<file path="src/hdl/tlbPkg.sv">
`default_nettype none

package tlbPkg;

  //////////////////////////////
  // field widths
  //////////////////////////////

  localparam int VppnWidth = 19;  // va[31:13]
  localparam int AsidWidth = 10;
  localparam int PpnWidth  = 20;
  localparam int PsWidth   = 6;
  localparam int PlvWidth  = 2;
  localparam int MatWidth  = 2;

  // page size 12 is a 4 KiB page, anything above it is huge
  localparam int unsigned SmallPageSize = 12;

  localparam int HugeTagLow = 10;  // huge pages compare vppn[18:10]
  localparam int HugeOddBit = 9;   // picks odd half of a huge page

  //////////////////////////////
  // invalidate codes
  //////////////////////////////

  // code 7 is left undefined and kills nothing
  typedef enum logic [2:0] {
    InvAll0           = 3'd0,
    InvAll1           = 3'd1,
    InvGlobal         = 3'd2,
    InvNonGlobal      = 3'd3,
    InvAsid           = 3'd4,
    InvAsidVa         = 3'd5,
    InvGlobalOrAsidVa = 3'd6
  } invOp_e;

  //////////////////////////////
  // structs
  //////////////////////////////

  // one physical half of an entry
  typedef struct packed {
    logic [PpnWidth-1:0] ppn;
    logic [PlvWidth-1:0] plv;
    logic [MatWidth-1:0] mat;
    logic                dirty;
    logic                valid;
  } tlbPage_t;

  typedef struct packed {
    logic                 exists;
    logic [VppnWidth-1:0] vppn;
    logic [PsWidth-1:0]   ps;
    logic                 isGlobal;
    logic [AsidWidth-1:0] asid;
    tlbPage_t             page0;  // even page
    tlbPage_t             page1;  // odd page
  } tlbEntry_t;

  typedef struct packed {
    logic [VppnWidth-1:0] vppn;
    logic                 vaBit12;
    logic [AsidWidth-1:0] asid;
  } searchReq_t;

  typedef struct packed {
    logic [PpnWidth-1:0] ppn;
    logic [PsWidth-1:0]  ps;
    logic [PlvWidth-1:0] plv;
    logic [MatWidth-1:0] mat;
    logic                dirty;
    logic                valid;
  } searchResp_t;

  typedef struct packed {
    invOp_e               op;
    logic [AsidWidth-1:0] asid;
    logic [VppnWidth-1:0] vppn;
  } invReq_t;

endpackage

`default_nettype wire
</file>
<file path="src/hdl/tlbTop.sv">
`default_nettype none

module tlbTop #(
  parameter  int NumEntries = 8,
  localparam int IndexWidth = $clog2(NumEntries)
) (
  input  wire                    clk,
  input  wire                    rstN_i,

  // lookups
  input  tlbPkg::searchReq_t     instReq_i,
  input  tlbPkg::searchReq_t     dataReq_i,

  // refill
  input  wire                    writeEn_i,
  input  wire [IndexWidth-1:0]   writeIndex_i,
  input  tlbPkg::tlbEntry_t      writeEntry_i,

  // invalidate
  input  wire                    invEn_i,
  input  tlbPkg::invReq_t        invReq_i,

  output logic                   instFound_o,
  output logic [IndexWidth-1:0]  instIndex_o,
  output tlbPkg::searchResp_t    instResp_o,
  output logic                   dataFound_o,
  output logic [IndexWidth-1:0]  dataIndex_o,
  output tlbPkg::searchResp_t    dataResp_o
);

  tlbPkg::tlbEntry_t [NumEntries-1:0] entries;
  logic [NumEntries-1:0] kill;

  tlbEntryStore #(.NumEntries(NumEntries)) uStore (
    .clk          (clk),
    .rstN_i       (rstN_i),
    .writeEn_i    (writeEn_i),
    .writeIndex_i (writeIndex_i),
    .writeEntry_i (writeEntry_i),
    .kill_i       (kill),
    .entries_o    (entries)
  );

  //////////////////////////////
  // invalidate, one per entry
  //////////////////////////////

  for (genvar e = 0; e < NumEntries; e++) begin : gInv
    tlbInvSelect uInvSel (
      .invEn_i  (invEn_i),
      .invReq_i (invReq_i),
      .entry_i  (entries[e]),
      .kill_o   (kill[e])
    );
  end

  //////////////////////////////
  // search ports
  //////////////////////////////

  tlbSearchPort #(.NumEntries(NumEntries)) uInstPort (  // fetch side
    .entries_i (entries),
    .req_i     (instReq_i),
    .found_o   (instFound_o),
    .index_o   (instIndex_o),
    .resp_o    (instResp_o)
  );

  tlbSearchPort #(.NumEntries(NumEntries)) uDataPort (  // load/store side
    .entries_i (entries),
    .req_i     (dataReq_i),
    .found_o   (dataFound_o),
    .index_o   (dataIndex_o),
    .resp_o    (dataResp_o)
  );

endmodule

`default_nettype wire

</file>
<file path="src/hdl/tlbSearchPort.sv">
`default_nettype none

module tlbSearchPort #(
  parameter  int NumEntries = 8,
  localparam int IndexWidth = $clog2(NumEntries)
) (
  input  tlbPkg::tlbEntry_t [NumEntries-1:0]  entries_i,
  input  tlbPkg::searchReq_t                  req_i,

  output logic                                found_o,
  output logic [IndexWidth-1:0]               index_o,
  output tlbPkg::searchResp_t                 resp_o
);

  localparam int RespBits = $bits(tlbPkg::searchResp_t);
  localparam int TagHigh  = tlbPkg::VppnWidth - 1;

  logic [NumEntries-1:0] hit;
  tlbPkg::searchResp_t [NumEntries-1:0] cand;  // per-entry result before masking

  //////////////////////////////
  // per-entry compare
  //////////////////////////////

  for (genvar e = 0; e < NumEntries; e++) begin : gEntry
    tlbPkg::tlbEntry_t ent;
    tlbPkg::tlbPage_t  page;
    logic              huge;
    logic              tagMatch;
    logic              asidOk;
    logic              odd;

    assign ent  = entries_i[e];
    assign huge = (ent.ps > tlbPkg::SmallPageSize);

    // huge pages ignore the low vppn bits
    assign tagMatch = huge ?
        (req_i.vppn[TagHigh:tlbPkg::HugeTagLow] == ent.vppn[TagHigh:tlbPkg::HugeTagLow]) :
        (req_i.vppn == ent.vppn);

    assign asidOk = ent.isGlobal || (ent.asid == req_i.asid);
    assign hit[e] = ent.exists && tagMatch && asidOk;

    // even/odd half select
    assign odd  = huge ? req_i.vppn[tlbPkg::HugeOddBit] : req_i.vaBit12;
    assign page = odd ? ent.page1 : ent.page0;

    assign cand[e] = '{
      ppn:   page.ppn,
      ps:    ent.ps,
      plv:   page.plv,
      mat:   page.mat,
      dirty: page.dirty,
      valid: page.valid
    };
  end

  //////////////////////////////
  // and-or merge
  //////////////////////////////

  // several hits OR together, no hit leaves all zeros
  always_comb begin
    index_o = '0;
    resp_o  = '0;
    for (int i = 0; i < NumEntries; i++) begin
      index_o = index_o | ({IndexWidth{hit[i]}} & IndexWidth'(i));
      resp_o  = resp_o | ({RespBits{hit[i]}} & cand[i]);
    end
  end

  assign found_o = |hit;

endmodule

`default_nettype wire

</file>
<file path="src/hdl/tlbInvSelect.sv">
`default_nettype none

module tlbInvSelect (
  input  wire                 invEn_i,
  input  tlbPkg::invReq_t     invReq_i,
  input  tlbPkg::tlbEntry_t   entry_i,
  output logic                kill_o
);

  logic asidHit;
  logic vppnHit;
  logic killReq;

  assign asidHit = (entry_i.asid == invReq_i.asid);
  assign vppnHit = (entry_i.vppn == invReq_i.vppn);  // full vppn, no huge-page masking

  //////////////////////////////
  // opcode decode
  //////////////////////////////

  always_comb begin
    case (invReq_i.op)
      tlbPkg::InvAll0,
      tlbPkg::InvAll1: begin
        killReq = 1'b1;  // flush everything
      end
      tlbPkg::InvGlobal: begin
        killReq = entry_i.isGlobal;
      end
      tlbPkg::InvNonGlobal: begin
        killReq = !entry_i.isGlobal;
      end
      tlbPkg::InvAsid: begin
        killReq = !entry_i.isGlobal && asidHit;
      end
      tlbPkg::InvAsidVa: begin
        killReq = !entry_i.isGlobal && asidHit && vppnHit;
      end
      tlbPkg::InvGlobalOrAsidVa: begin
        // global pages go regardless of asid here
        killReq = (entry_i.isGlobal || asidHit) && vppnHit;
      end
      default: begin
        killReq = 1'b0;  // code 7
      end
    endcase
  end

  assign kill_o = invEn_i && killReq;

endmodule

`default_nettype wire

</file>
<file path="src/hdl/tlbEntryStore.sv">
`default_nettype none

module tlbEntryStore #(
  parameter  int NumEntries = 8,
  localparam int IndexWidth = $clog2(NumEntries)
) (
  input  wire                                    clk,
  input  wire                                    rstN_i,

  // refill
  input  wire                                    writeEn_i,
  input  wire        [IndexWidth-1:0]            writeIndex_i,
  input  tlbPkg::tlbEntry_t                      writeEntry_i,

  // one kill bit per entry from the invalidate selectors
  input  wire        [NumEntries-1:0]            kill_i,

  output tlbPkg::tlbEntry_t [NumEntries-1:0]     entries_o
);

  //////////////////////////////
  // storage
  //////////////////////////////

  // exists bits are the only state cleared by reset
  logic [NumEntries-1:0] existsQ;
  tlbPkg::tlbEntry_t [NumEntries-1:0] entryQ;

  logic [NumEntries-1:0] writeSel;  // one-hot write decode

  always_comb begin
    writeSel = '0;
    for (int i = 0; i < NumEntries; i++) begin
      if (writeEn_i && (writeIndex_i == IndexWidth'(i))) begin
        writeSel[i] = 1'b1;
      end
    end
  end

  //////////////////////////////
  // exists bits
  //////////////////////////////

  // a refill beats a kill on the same entry in the same cycle
  always_ff @(posedge clk or negedge rstN_i) begin
    if (!rstN_i) begin
      existsQ <= '0;
    end else begin
      for (int i = 0; i < NumEntries; i++) begin
        if (writeSel[i]) begin
          existsQ[i] <= writeEntry_i.exists;
        end else if (kill_i[i]) begin
          existsQ[i] <= 1'b0;
        end
      end
    end
  end

  // payload, only written on refill
  always_ff @(posedge clk) begin
    for (int i = 0; i < NumEntries; i++) begin
      if (writeSel[i]) begin
        entryQ[i] <= writeEntry_i;
      end
    end
  end

  //////////////////////////////
  // read out
  //////////////////////////////

  always_comb begin
    for (int i = 0; i < NumEntries; i++) begin
      entries_o[i]        = entryQ[i];
      entries_o[i].exists = existsQ[i];  // reset-cleared copy wins
    end
  end

endmodule

`default_nettype wire

</file>
<file path="config.mk">
export PLATFORM = sky130hd
export DESIGN_NAME = tlbTop
export DESIGN_NICKNAME = d
export VERILOG_FILES = /design/src/hdl/tlbPkg.sv /design/src/hdl/tlbTop.sv /design/src/hdl/tlbSearchPort.sv /design/src/hdl/tlbInvSelect.sv /design/src/hdl/tlbEntryStore.sv
export SDC_FILE = /design/constraint.sdc
export NUM_CORES = 1
export LEC_CHECK = 0
export BUFFER_PORTS_ARGS = -buffer_cell sky130_fd_sc_hd__buf_2
export CAP_MARGIN = 20
export CORE_MARGIN = 1.5
export CORE_UTILIZATION = 55
export DETAILED_ROUTE_END_ITERATION = 16
export MAX_ROUTING_LAYER = met4
export PLACE_DENSITY_LB_ADDON = 0.12
export SETUP_SLACK_MARGIN = 0.5
export SLEW_MARGIN = 20
export SYNTH_ARGS = -nofsm -noshare
export SYNTH_HDL_FRONTEND = slang
export SYNTH_SLANG_ARGS = --single-unit
</file>
<file path="constraint.sdc">
create_clock -name clk -period 3.37 [get_ports clk]
set_clock_uncertainty 0.15 [all_clocks]
set_input_delay 0.5055 -clock clk [delete_from_list [all_inputs] [get_ports clk]]
set_output_delay 0.5055 -clock clk [all_outputs]
set_load 0.05 [all_outputs]
</file>
==> impl_summary.md, run 1 <==
Yosys
The register bit total from synthesis is 712. After synthesis, the cell types taking the most area are edfxtp_1 53%, xor2_1 8.8%, xnor2_1 6.6%, a2111oi_0 4.0%, mux2i_1 3.9%. The number of distinct standard cells referenced by the synthesized netlist is 66.

The synthesized area divided by synthesized cell count is 12.6 µm². The total nets after synthesis is 3341. The fraction of post-synthesis cell area in the top cell type by area is 53.4%.

Sequential elements use 53.9% of the synthesized area. The largest area contributor in the netlist is edfxtp_1. Synthesis handed over a netlist of 3153 instances.

In the synthesized netlist the async set-or-reset flop fraction comes to 1.12%. After synthesis the cells add up to 0.0396 mm². In the synthesized netlist the dominant register cell turns out to be edfxtp_1. The number of flops mapped to enable cells by yosys is 704. The yosys synthesis warning count is 0.

Place
The number of cells in the design after placement is 4784. The count of buffers from port buffering is 259. The last weighted congestion value of the routability-driven placer is 1.06. After legalization and detailed placement, the total HPWL measured 120000 µm.

Floorplan
The die is 271 µm wide. The chip height is 271 µm. The I/O pin count is 260. The number of cell rows is 98. The effective utilization at floorplan is 55.5%.

Global route
The number of antenna violations at the first check in global routing was 37. The pin count of the biggest net entering global routing is 91. Global routing consumed, over all layers together, 82.2% of the routing resources. The total overflow left after global routing is 206.

Timing
The worst-slack endpoint at the end of global-route timing repair is dataResp_o[13]. After the last repair the worst path ends at an output port.

Clocking
The clock passes through at most 3 buffers. The maximum level of the CTS H-tree is 3. The count of clock tree sinks is 712.

The clock tree root buffer cell is clkbuf_16. Clock tree synthesis inserted a total of 80 buffers.

Run status
The tool reported: "[ERROR GRT-0232] Routing congestion too high. Check the congestion heatmap in the GUI". The run stopped with a tool error. The stage where the run came to a stop is global routing.
[cells by family after synthesis]
group,Yosys count,synth area share (%)
mux,265,7.44
compound gates,610,11.9
simple gates,579,7.97
xor+xnor,696,15.4
flops,712,53.9
buf+inv,291,3.37
[through the flow]
step | setup TNS (ps) | setup slack [ps] | hold slack, ps | utilization [%] | area, µm²
3_3_place_gp | -46550 | -824 | 218 | 69.1 | 49300
4_1_cts | -41100 | -710 | 0.367 | 78.1 | 55700
2_1_floorplan | -86180 | -237 | 59.9 | - | 40800
3_5_place_dp | -33240 | -746 | 222 | 69.1 | 49300
[synth_stat cells, types with 5 or more instances]
| master | count |
|---|---|
| nor2_1 | 38 |
| a21boi_1 | 6 |
| dfrtp_1 | 8 |
| inv_1 | 43 |
| o211ai_1 | 6 |
| a21oi_1 | 16 |
| o21ai_0 | 157 |
| nand2b_1 | 13 |
| nor3_1 | 26 |
| a41oi_2 | 5 |
| o2111ai_1 | 70 |
| and3_1 | 7 |
| nand4_1 | 67 |
| a31oi_1 | 17 |
| nor3_2 | 8 |
| o211a_1 | 5 |
| mux2i_1 | 156 |
| nand3_1 | 182 |
| buf_2 | 69 |
| a41oi_1 | 7 |
| nand2_1 | 87 |
| a22oi_1 | 11 |
| or2_1 | 5 |
| edfxtp_1 | 704 |
| a2111oi_0 | 179 |
| xnor2_1 | 299 |
| clkbuf_1 | 145 |
| mux2_4 | 40 |
| mux2_2 | 66 |
| buf_4 | 19 |
| o31ai_1 | 7 |
| a2111oi_1 | 36 |
| xor2_1 | 397 |
| o22a_1 | 57 |
| buf_6 | 11 |
| or4_1 | 9 |
| nor4_1 | 113 |
| or3_1 | 5 |
| o21ai_1 | 5 |
[layer usage]
| metal | overflow | track usage (%) |
|---|---|---|
| met1 | 26 | 83.2 |
| met2 | 100 | 92.2 |
| met3 | 13 | 73.6 |
| met4 | 67 | 72.2 |
| met5 | - | - |
[repair_timing]
item / CTS
endpoints found under the hold margin: 209
endpoints found under the setup margin: 72
resized for setup: 519
pin swaps: 92
hold buffers: 29
cloned: 17
buffers inserted: 69
==> inputs of run 2 (changes only) <==
--- a/config.mk
+++ b/config.mk
@@ -8,11 +8,9 @@
 export BUFFER_PORTS_ARGS = -buffer_cell sky130_fd_sc_hd__buf_2
 export CAP_MARGIN = 20
 export CORE_MARGIN = 1.5
-export CORE_UTILIZATION = 55
+export CORE_UTILIZATION = 40
 export DETAILED_ROUTE_END_ITERATION = 16
-export MAX_ROUTING_LAYER = met4
-export PLACE_DENSITY_LB_ADDON = 0.12
-export SETUP_SLACK_MARGIN = 0.5
+export PLACE_DENSITY_LB_ADDON = 0.15
 export SLEW_MARGIN = 20
 export SYNTH_ARGS = -nofsm -noshare
 export SYNTH_HDL_FRONTEND = slang
==> impl_summary.md, run 2 <==
Run status
The run finished, with violations left. The checks that failed: negative setup slack.

Clocking
The buffer levels on the longest clock path came to 3 (unchanged). The root buffer cell chosen for the clock tree is clkbuf_16. The clock buffer count from CTS is 86 (+7.5%). At the later pin of the worst-skew pair, clock insertion delay measures 700 ps. Clock-pin slew was measured on the worst setup and hold paths at 70 ps. The TritonCTS clock tree is built.

The count of clock tree sinks came to 712 (unchanged). The maximum level of the CTS H-tree is 3 (unchanged).

Cells and area
The number of non-filler instances in the completed layout is 5571. At the end of the flow, the number of nets in the layout was 4393. The utilization of the core after routing is 61.2%. After routing the design area is 0.0601 mm². The flip-flop count of the largest register after layout is 704.

The layout has 7622 filler cells. The sequential cell area is 0.0213 mm². The layout overhead on the synthesized area is 51.8%. The multi-input logic area is 0.0220 mm². The post-route netlist has 43.4% of its cells at a drive strength greater than 1. The top cell types in the final layout, fill and taps aside, are 704 x edfxtp_1, 648 x buf_4, 355 x xor2_1, 296 x xnor2_1, 187 x buf_2. The library cell used most frequently in the layout, excluding fill and tap cells, is edfxtp_1.

Yosys
The total nets after synthesis is 3341 (unchanged). The yosys synthesis warning count is 0 (unchanged). The fraction of post-synthesis cell area in the top cell type by area was 53.4% (unchanged). The synthesized area divided by synthesized cell count is 12.6 µm² (unchanged).

The register bit total from synthesis came to 712 (unchanged). The number of flops mapped to enable cells by yosys is 704 (unchanged). The most common cell in the synthesized netlist is edfxtp_1.

Sorting the synthesized cells by area gives the leading types as edfxtp_1 53%, xor2_1 8.8%, xnor2_1 6.6%, a2111oi_0 4.0%, mux2i_1 3.9%. The number of distinct standard cells referenced by the synthesized netlist is 66 (unchanged). The largest total area in the synthesized netlist belongs to edfxtp_1. By count the netlist is led by 704 x edfxtp_1, 397 x xor2_1, 299 x xnor2_1. The share of the yosys chip area belonging to registers is 53.9% (unchanged). The synthesized instance count came to 3153 (unchanged). Among all flip-flop cells after synthesis, the most frequent one is edfxtp_1. The cell area after technology mapping was 0.0396 mm² (unchanged). The async set-or-reset flop fraction in the synthesized netlist came to 1.12% (unchanged).

Drt
The pre-antenna-repair detailed-routing pass consisted of 6 iterations. The number of vias per cell is 6.33. The initial DRC count is 4476. After detailed routing, the total wire length is 194000 µm. Summing over every cut layer, the via total after detailed routing is 35300. The number of remaining DRC errors is 0. The post-detailed-route wirelength per cell is 34.8 µm. The number of nets with antenna violations after detailed routing is 0.

Critical path
STA classifies the critical path endpoint as an output pin. The number of buffer and inverter stages on the critical path is 3. The endpoint identified for the worst register-to-register timing path is uStore.existsQ[0].

The type of element launching the critical path is a flip-flop. The number of cells on the worst reg-to-reg path is 8. The classification of the worst setup path is flip-flop to output pin. In this run the critical register-to-register path is launched from uStore.entries_o[76]. The cell class contributing the biggest share of worst-path delay is compound AO/OA/AOI/OAI gates. Along the worst path, the maximum fanout reaches 7. For the worst setup path, the data arrival time is 3440 ps.

STA puts the critical path data required time at 2710 ps. The largest stage delay on the critical path is 550 ps. For this design, the slowest cell found on the critical path is a222oi_1.

Traced cell by cell, the critical path runs through xor2_1, nor4_4, a31oi_4, buf_12, buf_12, nor3_4, a222oi_1, o2111ai_4, buf_12. The most frequent cell on the critical path is buf_12. The internal reg-to-reg setup slack is 700 ps.

Place
The sum of net half-perimeters after detailed placement is 126000 µm (+4.7%). The worst slack at placement is -1030 ps (-280 ps). The post-placement cell area is 0.0493 mm² (about the same).

The last weighted congestion value of the routability-driven placer is 0.960 (-9.1%). The count of buffers from port buffering is 259 (unchanged). The number of cells in the design after placement is 5152 (+7.7%).

Floorplan
The chip height is 318 µm (+17%). The placeable core region is 0.0983 mm². The floorplan die width is 318 µm (+17%).

The floorplan die area is 0.101 mm². The effective utilization at floorplan was 40.3% (-15 points). The number of cell rows is 115 (+17%). The I/O pin count came to 260 (unchanged).

Timing
The maximum clock frequency is 244 MHz. After layout, the worst setup slack is -727 ps. The final hold violation count is 0. The routed design could run at a clock period as short as 4100 ps. The count of pins over their slew limit came to 0. The headroom to the max-slew limit is 25.9%.

The slew of the pin with the lowest slew margin is 1100 ps. The worst path uses 122% of the clock period. The final setup violation count is 72. Hold is met by 20.7 ps. Setup repair after global routing could not meet its margin everywhere.

Worst hold path
Along the worst hold path, the cell count comes to 1. The worst hold path startpoint is writeEntry_i[64]. For hold timing, the worst endpoint is uStore.entries_o[598]. The path class of the tightest hold or removal check is input port to flip-flop.

Global route
The number of antenna violations at the first check in global routing is 12. The total track usage is 35.7%. Entering global routing, the biggest net connects 91 pins.

The number of global-route vias before repair is 34700. The first global-routing pass estimated 258000 µm of wire. Global routing finished with a remaining overflow of 0.

Power
The power density relative to cell area is 388 mW/mm². VDD sags by at most 415 µV. In this run the static leakage power is 0.0213 µW.

Run
Max-cap violations in this run came to 0.
[run 2: cell counts after synthesis]
Identical to the previous run, type by type.
[run 2: what timing repair did]
item,CTS,global route
gates resized for setup,593,324
setup endpoints to repair,72,72
pin swaps,85,156
hold buffers,80,0
buffers inserted,41,122
gates cloned,9,21
endpoints found under the hold margin,598,0
[run 2: final cells by class]
type	count	share of cell area, %
multi-input combinational	2150	36.6
sequential	712	35.5
timing repair buffer	1212	20.2
clock buffer	98	3.69
tap	1287	2.68
clock inverter	62	1.10
inverter	43	0.277
antenna	7	0.0291
[run 2: logic make-up (layout without fill, tap and decap cells)]
group	count (synthesis)	count (layout)	share of synthesized area (%)
other	0	7	0
AND/OR/NAND/NOR	579	579	7.97
AO/OA/AOI/OAI	610	610	11.9
multiplexers	265	265	7.44
XOR/XNOR	696	696	15.4
buffers and inverters	291	1415	3.37
flip-flops	712	712	53.9
[run 2: worst max-delay path by stage]
stage	depth (start not counted)	end	from
2_1_floorplan	2	uStore.entries_o[445]	writeIndex_i[1]
3_3_place_gp	11	dataIndex_o[0]	dataReq_i[2]
3_5_place_dp	13	dataResp_o[25]	dataReq_i[9]
4_1_cts	12	instResp_o[17]	uStore.entries_o[687]
5_1_grt	10	instResp_o[11]	uStore.entries_o[69]
6_report	9	instResp_o[11]	uStore.entries_o[72]
[run 2: stage by stage]
stage                     setup TNS, ps  power, µW
after detailed placement         -45320      13300
after global placement           -44800      13200
after floorplan                  -86400      11800
after global routing             -47140      23800
final                            -43590      23300
after CTS                        -45260      23000
[run 2: routing by layer]
layer / track usage [%] / wire length [µm] / vias to the layer above
li1: - / - / 14400
met1: 45.6 / 73400 / 17700
met2: 58.3 / 89000 / 2477
met3: 7.02 / 19200 / 689
met4: 17.1 / 12200 / 6
met5: 0 / 46 / -
[run 2: where the power goes]
| part | switching (µW) | total (µW) | internal, µW |
|---|---|---|---|
| Clock | 4110 | 9600 | 5490 |
| Combinational | 2090 | 3470 | 1380 |
| Sequential | 209 | 10300 | 10100 |
Note: power is estimated with default switching activity, not from simulation.
